==> src/sprite_cfg.svh <==
`ifndef SPRITE_CFG_SVH
`define SPRITE_CFG_SVH

// descriptors held in the sprite file
`define SPR_COUNT 32

// lanes, i.e. most sprites shown on one line
`define SPR_LANES 8

// full tv line in clock cycles
`define LINE_CYCLES 448

// line timer value of screen x 0
`define HBLANK_CYCLES 88

// visible pixels per line
`define VIS_WIDTH 360

`endif

==> src/sprite_pkg.sv <==
package sprite_pkg;

	// one stored descriptor
	// pattern address and colour resolution are not kept
	typedef struct packed {
		logic       act;
		logic [5:0] pal;
		logic [8:0] xpos;
		logic [6:0] xsz;
		logic [8:0] ypos;
		logic [6:0] ysz;
	} spr_desc_t;

	// horizontal part of a descriptor, handed to a lane
	typedef struct packed {
		logic [8:0] xpos;
		logic [6:0] xsz;
		logic [5:0] pal;
	} lane_load_t;

	// lane answer for the current pixel
	typedef struct packed {
		logic       hit;
		logic [5:0] pal;
	} lane_hit_t;

	// current screen position
	// vis low during blanking
	typedef struct packed {
		logic       vis;
		logic [8:0] x;
	} screen_x_t;

endpackage

==> src/sprite_engine.sv <==
`include "sprite_cfg.svh"

module sprite_engine import sprite_pkg::*;
(
	input  logic       clk,
	input  logic       line_start,
	input  logic [8:0] vline,
	input  logic       spr_en,
	input  logic       sf_we,
	input  logic [7:0] sf_wa,
	input  logic [7:0] sf_wd,
	output logic [5:0] spixel,
	output logic       spx_en
);

	// sprite file read path
	logic [4:0] rd_addr;
	spr_desc_t  rd_desc;

	// scanner to lanes
	logic [`SPR_LANES-1:0] lane_load;
	lane_load_t            load_data;
	screen_x_t             screen_x;

	// lanes to mixer
	lane_hit_t lane_hits [`SPR_LANES];

	// descriptor storage, written by the cpu port
	sprite_file u_file (
		.clk     (clk),
		.sf_we   (sf_we),
		.sf_wa   (sf_wa),
		.sf_wd   (sf_wd),
		.rd_addr (rd_addr),
		.rd_desc (rd_desc)
	);

	// line timer and per-line descriptor walk
	sprite_scan u_scan (
		.clk        (clk),
		.line_start (line_start),
		.vline      (vline),
		.rd_desc    (rd_desc),
		.rd_addr    (rd_addr),
		.lane_load  (lane_load),
		.load_data  (load_data),
		.screen_x   (screen_x)
	);

	// one lane per sprite that can show on a line
	for (genvar i = 0; i < `SPR_LANES; i++)
	begin : g_lane
		sprite_lane u_lane (
			.clk        (clk),
			.line_start (line_start),
			.load       (lane_load[i]),
			.load_data  (load_data),
			.screen_x   (screen_x),
			.lane_out   (lane_hits[i])
		);
	end

	// priority pick and output register
	sprite_mixer u_mixer (
		.clk        (clk),
		.line_start (line_start),
		.spr_en     (spr_en),
		.lane_in    (lane_hits),
		.spixel     (spixel),
		.spx_en     (spx_en)
	);

endmodule

==> src/sprite_file.sv <==
`include "sprite_cfg.svh"

module sprite_file import sprite_pkg::*;
(
	input  logic      clk,
	input  logic      sf_we,
	input  logic [7:0] sf_wa,
	input  logic [7:0] sf_wd,
	input  logic [4:0] rd_addr,
	output spr_desc_t rd_desc
);

	// descriptor storage, one entry per sprite
	spr_desc_t mem [`SPR_COUNT];

	// byte writes
	// upper 5 address bits pick the sprite, lower 3 the register
	always_ff @(posedge clk)
	begin
		if (sf_we)
		begin
			case (sf_wa[2:0])
				3'd0:
				begin
					mem[sf_wa[7:3]].act <= sf_wd[7];
					// bit 6 is colour resolution, dropped
					mem[sf_wa[7:3]].pal <= sf_wd[5:0];
				end
				3'd4:
					mem[sf_wa[7:3]].xpos[7:0] <= sf_wd;
				3'd5:
				begin
					mem[sf_wa[7:3]].xpos[8] <= sf_wd[0];
					mem[sf_wa[7:3]].xsz <= sf_wd[7:1];
				end
				3'd6:
					mem[sf_wa[7:3]].ypos[7:0] <= sf_wd;
				3'd7:
				begin
					mem[sf_wa[7:3]].ypos[8] <= sf_wd[0];
					mem[sf_wa[7:3]].ysz <= sf_wd[7:1];
				end
				// regs 1..3 hold the pattern address, not used here
				default:
				begin
				end
			endcase
		end
	end

	// registered read, data one cycle after the address
	always_ff @(posedge clk)
	begin
		rd_desc <= mem[rd_addr];
	end

endmodule

==> src/sprite_lane.sv <==
module sprite_lane import sprite_pkg::*;
(
	input  logic       clk,
	input  logic       line_start,
	input  logic       load,
	input  lane_load_t load_data,
	input  screen_x_t  screen_x,
	output lane_hit_t  lane_out
);

	logic       loaded;
	logic [8:0] xpos;
	logic [6:0] xsz;
	logic [5:0] pal;
	logic [9:0] x_end;

	// lane empty at the start of every line
	always_ff @(posedge clk, posedge line_start)
	begin
		if (line_start)
			loaded <= 1'b0;
		else if (load)
			loaded <= 1'b1;
	end

	// sprite span and colour, only valid while loaded
	always_ff @(posedge clk)
	begin
		if (load)
		begin
			xpos <= load_data.xpos;
			xsz  <= load_data.xsz;
			pal  <= load_data.pal;
		end
	end

	// end of span, one past the last pixel
	assign x_end = {1'b0, xpos} + {3'b000, xsz};

	// horizontal containment for the current pixel
	// blanking never hits, so nothing shows past x 359
	assign lane_out.hit = loaded
		&& screen_x.vis
		&& (screen_x.x >= xpos)
		&& ({1'b0, screen_x.x} < x_end);
	assign lane_out.pal = pal;

endmodule

==> src/sprite_mixer.sv <==
`include "sprite_cfg.svh"

module sprite_mixer import sprite_pkg::*;
(
	input  logic       clk,
	input  logic       line_start,
	input  logic       spr_en,
	input  lane_hit_t  lane_in [`SPR_LANES],
	output logic [5:0] spixel,
	output logic       spx_en
);

	logic       sel_hit;
	logic [5:0] sel_pal;

	// priority pick
	// walk down so the lowest hitting lane is the last to overwrite
	// lanes fill in sprite order, so lowest lane is lowest sprite
	always_comb
	begin
		sel_hit = 1'b0;
		sel_pal = '0;
		for (int i = `SPR_LANES - 1; i >= 0; i--)
		begin
			if (lane_in[i].hit)
			begin
				sel_hit = 1'b1;
				sel_pal = lane_in[i].pal;
			end
		end
	end

	// output register, one cycle after the timer value
	// enable gated by spr_en of the same cycle
	always_ff @(posedge clk, posedge line_start)
	begin
		if (line_start)
		begin
			spixel <= '0;
			spx_en <= 1'b0;
		end
		else
		begin
			spixel <= sel_pal;
			spx_en <= sel_hit && spr_en;
		end
	end

endmodule

==> src/sprite_scan.sv <==
`include "sprite_cfg.svh"

module sprite_scan import sprite_pkg::*;
(
	input  logic                  clk,
	input  logic                  line_start,
	input  logic [8:0]            vline,
	input  spr_desc_t             rd_desc,
	output logic [4:0]            rd_addr,
	output logic [`SPR_LANES-1:0] lane_load,
	output lane_load_t            load_data,
	output screen_x_t             screen_x
);

	// width of the loaded lane counter, must reach SPR_LANES
	localparam int CNT_W = $clog2(`SPR_LANES + 1);

	// line timer limits
	localparam logic [8:0] H_LAST = 9'(`LINE_CYCLES - 1);
	localparam logic [8:0] H_VIS  = 9'(`HBLANK_CYCLES);
	localparam logic [9:0] H_END  = 10'(`HBLANK_CYCLES + `VIS_WIDTH);
	localparam logic [8:0] H_SCAN = 9'(`SPR_COUNT);

	logic [8:0]       hcount;
	logic [CNT_W-1:0] used;
	logic             scan_win;
	logic [9:0]       y_end;
	logic             v_hit;
	logic             take;

	// line timer
	// held at 0 by line_start, stops at the last cycle of the line
	always_ff @(posedge clk, posedge line_start)
	begin
		if (line_start)
			hcount <= '0;
		else if (hcount != H_LAST)
			hcount <= hcount + 9'd1;
	end

	// descriptor walk, address h is read during h
	// only 0..31 matter, later values are never tested
	assign rd_addr = hcount[4:0];

	// descriptor for address h-1 is on rd_desc during h
	assign scan_win = (hcount != 9'd0) && (hcount <= H_SCAN);

	// vertical test without wrap, ysz 0 covers nothing
	assign y_end = {1'b0, rd_desc.ypos} + {3'b000, rd_desc.ysz};
	assign v_hit = rd_desc.act
		&& (vline >= rd_desc.ypos)
		&& ({1'b0, vline} < y_end);

	// hits past the last lane are dropped
	assign take = scan_win && v_hit && (used < CNT_W'(`SPR_LANES));

	// count of lanes already holding a sprite this line
	always_ff @(posedge clk, posedge line_start)
	begin
		if (line_start)
			used <= '0;
		else if (take)
			used <= used + CNT_W'(1);
	end

	// one load strobe, to the lowest free lane
	always_comb
	begin
		lane_load = '0;
		for (int i = 0; i < `SPR_LANES; i++)
			lane_load[i] = take && (used == CNT_W'(i));
	end

	// horizontal part goes to whichever lane is strobed
	assign load_data.xpos = rd_desc.xpos;
	assign load_data.xsz  = rd_desc.xsz;
	assign load_data.pal  = rd_desc.pal;

	// screen position broadcast, straight from the timer
	assign screen_x.vis = (hcount >= H_VIS) && ({1'b0, hcount} < H_END);
	assign screen_x.x   = hcount - H_VIS;

endmodule
==> config.mk <==
export PLATFORM = sky130hd
export DESIGN_NAME = sprite_engine
export DESIGN_NICKNAME = d
export VERILOG_FILES = /design/src/sprite_pkg.sv /design/src/sprite_engine.sv /design/src/sprite_file.sv /design/src/sprite_lane.sv /design/src/sprite_mixer.sv /design/src/sprite_scan.sv
export VERILOG_INCLUDE_DIRS = /design/src /design/src/src
export SDC_FILE = /design/constraint.sdc
export NUM_CORES = 2
export LEC_CHECK = 0
export ABC_AREA = 0
export BUFFER_PORTS_ARGS = -buffer_cell sky130_fd_sc_hd__buf_2
export CORE_UTILIZATION = 55
export DETAILED_ROUTE_END_ITERATION = 12
export PLACE_DENSITY = 0.78
export SETUP_SLACK_MARGIN = 0.3
export SYNTH_ARGS = -nofsm -noshare
export SYNTH_HDL_FRONTEND = slang
export SYNTH_SLANG_ARGS = --single-unit
==> constraint.sdc <==
create_clock -name clk -period 14.7 [get_ports clk]
set_input_delay 1.47 -clock clk [delete_from_list [all_inputs] [get_ports clk]]
set_output_delay 1.47 -clock clk [all_outputs]
set_load 0.02 [all_outputs]
==> impl_metrics.ini <==
[setup_path]
worstSetupPathType = flip-flop to flip-flop
startpoint_type = flip-flop
end_kind = flip-flop
slowest_delay_ns = 0.83
path_buf_inv = 2
slowest_stage = buf_4
crit_fanout = 63
path_cells = buf_4 -> buf_4 -> ha_1 -> nand2_1 -> o21ai_0 -> a21oi_1 -> o21ai_0 -> a211oi_2 -> nand3b_1 -> a2111oi_2 -> nor3_1
critical_path.top_delay_family = buffers and inverters
cp.required_ns = 15.35
cp.arrival_ns = 5.42

[drt]
drtIter0Drc = 3780
wl_per_cell_microns = 29.5
ant_nets = 0
vias = 31959
via_per_inst = 6.42
routed_wl_microns = 147000
dr.pass1.iters = 9
drc = 0

[status]
outcome = completed

[clocking]
cts_resized = 0
hold_buffers = 0
cts_buffer_depth = 3
clkTransAtPathRegs_ns = 0.06
clock_latency_ns = 0.77
clock-root-buffer = clkbuf_16
htree_levels = 4
clock-sinks = 1491
cts_buffers = 148
cts_tree = done
cts_setup_buffers = 0

[grt]
grtUsageMet3_pct = 5.68
grt_util_met2_pct = 43.0
grt_use_total_pct = 26.4
grt-ovfl-total = 0
grt_start_max_net_pins = 176
busiest_layer = met2
grt_pass1_vias = 32373
grt_pass1_wl_microns = 215000
met1_usage_pct = 35.2
antenna_found_initial = 6

[cells_and_area]
most-common-layout-cells = edfxtp_1, mux4_2, ha_1
fin_cells = 4981
fin_nets = 3625
final_common_cell = edfxtp_1
syn2layout_area_growth_pct = 11.1
drive_gt1_share_pct = 20.6

[timing]
fin_skew_ns = 0.0320
hold_violations = 0
clock.fmax_ghz = 0.210
period_needed_ns = 4.77
setup-tns-final_ns = 0
rsz0062_at_grt = false
final-setup-viol-count = 0
fin_ws_ns = 9.93
slew_viol_final = 0
maxSlewHeadroom_pct = 9.03
worst_slew_pin_slew_ns = 1.36
fin_crit_sh_pct = 32.5

[placement]
routabilityCongestion = 0.833
dp_slack_ns = 9.80
numPortBuffers = 35
dp_hpwl_microns = 85000
dp.cells = 4702

[logic_synthesis]
ys_seq_area_share_pct = 71.4
ys_seq_elements = 1491
synth_area_sq_um = 62000
yosys_warnings = 0
synthArstFlopShare_pct = 1.88
synthCells = 3256
syn_avg_cell_area_sq_um = 19.0
syn_nets = 3517
synth_edf_count = 1424
synthFlopType = edfxtp_1
ys_types = 71

[pwr]
irDropWorstVdd_mv = 0.116
p_per_area_nw_per_um2 = 125
leakagePower_nw = 23.0

[floorplanning]
io_pins = 36
die_y_microns = 338
fp-row-count = 122
die_area_sq_um = 114000
start_util_pct = 55.8
core_sq_um = 111000
die_w_microns = 338

[job]
cap_violations = 0

[worst_hold_path]
hp-class = flip-flop to flip-flop
-- synth_stat cells (8+ instances only) --
| cell type | instances | area, sq um |
|---|---|---|
| edfxtp_1 | 1424 | 42800 |
| mux4_2 | 390 | 8780 |
| ha_1 | 223 | 2790 |
| nor2_1 | 201 | 754 |
| nand2_1 | 182 | 683 |
| inv_1 | 128 | 480 |
| clkbuf_1 | 73 | 274 |
| a21oi_1 | 65 | 325 |
| o21ai_0 | 56 | 280 |
| xnor2_1 | 41 | 359 |
| dfxtp_1 | 39 | 781 |
| buf_2 | 31 | 155 |
| a21o_1 | 30 | 225 |
| dfrtp_1 | 28 | 701 |
| nand2b_1 | 28 | 175 |
| xor2_1 | 28 | 245 |
| o21a_1 | 25 | 188 |
| nor2b_1 | 22 | 138 |
| nand3_1 | 19 | 95.1 |
| buf_1 | 18 | 67.6 |
| nor3_1 | 18 | 90.1 |
| a211oi_1 | 14 | 105 |
| o211ai_1 | 12 | 90.1 |
| o21bai_1 | 11 | 82.6 |
| mux2i_1 | 10 | 100 |
| and3_1 | 9 | 56.3 |
| fa_1 | 9 | 180 |
| a31oi_1 | 8 | 50.1 |
| nand4_1 | 8 | 50.1 |
| o31ai_1 | 8 | 60.1 |
-- layout make-up --
type	count	area, sq um
Sequential cell	1491	44300
Fill cell	7445	42300
Multi-Input combinational cell	1513	16800
Clock buffer	191	4010
Tap cell	1488	1860
Clock inverter	84	860
Timing Repair Buffer	81	578
Inverter	129	484
Antenna cell	4	10.0
-- routing by layer --
layer	vias to the layer above	share of wire (%)
li1	13327	-
met1	16483	38
met2	1779	49
met3	366	9.1
met4	4	3.5
met5	-	0.019
-- stage by stage --
| step | utilization (%) | cell area, sq um | hold WS, ns | power, W |
|---|---|---|---|---|
| 2_1_floorplan | - | 62000 | 0.424 | 0.00480 |
| 3_3_place_gp | 57.6 | 64000 | 0.450 | 0.00488 |
| 5_1_grt | 62.0 | 68900 | 0.505 | 0.00875 |
| 4_1_cts | 62.0 | 68900 | 0.469 | 0.00860 |
| 6_report | 62.0 | 68900 | 0.473 | 0.00858 |
| 3_5_place_dp | 57.6 | 64000 | 0.456 | 0.00489 |
-- power breakdown --
part / total (W) / leakage [nW] / internal [W] / switching [W]
clock network: 0.00377 / 2.36 / 0.00214 / 0.00163
registers: 0.00468 / 13.5 / 0.00466 / 0.0000200
logic: 0.000124 / 7.14 / 0.0000251 / 0.0000992
-- worst register-to-register path: stages (launching register included) --
cell and delay [ns]:
dfrtp_4 0.82, buf_4 0.85, buf_4 0.83, ha_1 0.45, nand2_1 0.06, o21ai_0 0.07
a21oi_1 0.14, o21ai_0 0.12, a211oi_2 0.74, nand3b_1 0.30, a2111oi_2 0.08, nor3_1 0.20
-- final timing paths --
kind	startpoint	end	slack, ns	depth (start not counted)
min in group asynchronous	line_start	u_scan.hcount[1]$_DFFE_PP0P_	0.80	3
max in group asynchronous	line_start	u_mixer.spixel[1]$_DFF_PP0_	13.54	3
max reg2reg	u_scan.hcount[1]$_DFFE_PP0P_	u_mixer.spixel[4]$_DFF_PP0_	9.93	11
min	g_lane[1].u_lane.loaded$_DFFE_PP0P_	g_lane[1].u_lane.loaded$_DFFE_PP0P_	0.47	2
min reg2reg	g_lane[1].u_lane.loaded$_DFFE_PP0P_	g_lane[1].u_lane.loaded$_DFFE_PP0P_	0.47	2
max	u_scan.hcount[1]$_DFFE_PP0P_	u_mixer.spixel[4]$_DFF_PP0_	9.93	11
-- state kept, by name, summed over array words and instances, names as in the netlist, 6 cells and up --
name,count
g_lane.u_lane.xpos,72
g_lane.u_lane.pal,48
u_mixer.spixel,6
u_scan.hcount,9
g_lane.u_lane.xsz,56
u_file.rd_desc,39
g_lane.u_lane.loaded,8
u_file.mem,1248
-- cell families after synthesis --
kind of cell,share of synthesized area [%]
mux,14.4
flops,71.4
buf+inv,1.60
simple gates,3.64
xor+xnor,0.975
compound gates,3.25
fa+ha+maj,4.79
No activity file was read; power rests on OpenSTA's default activity.
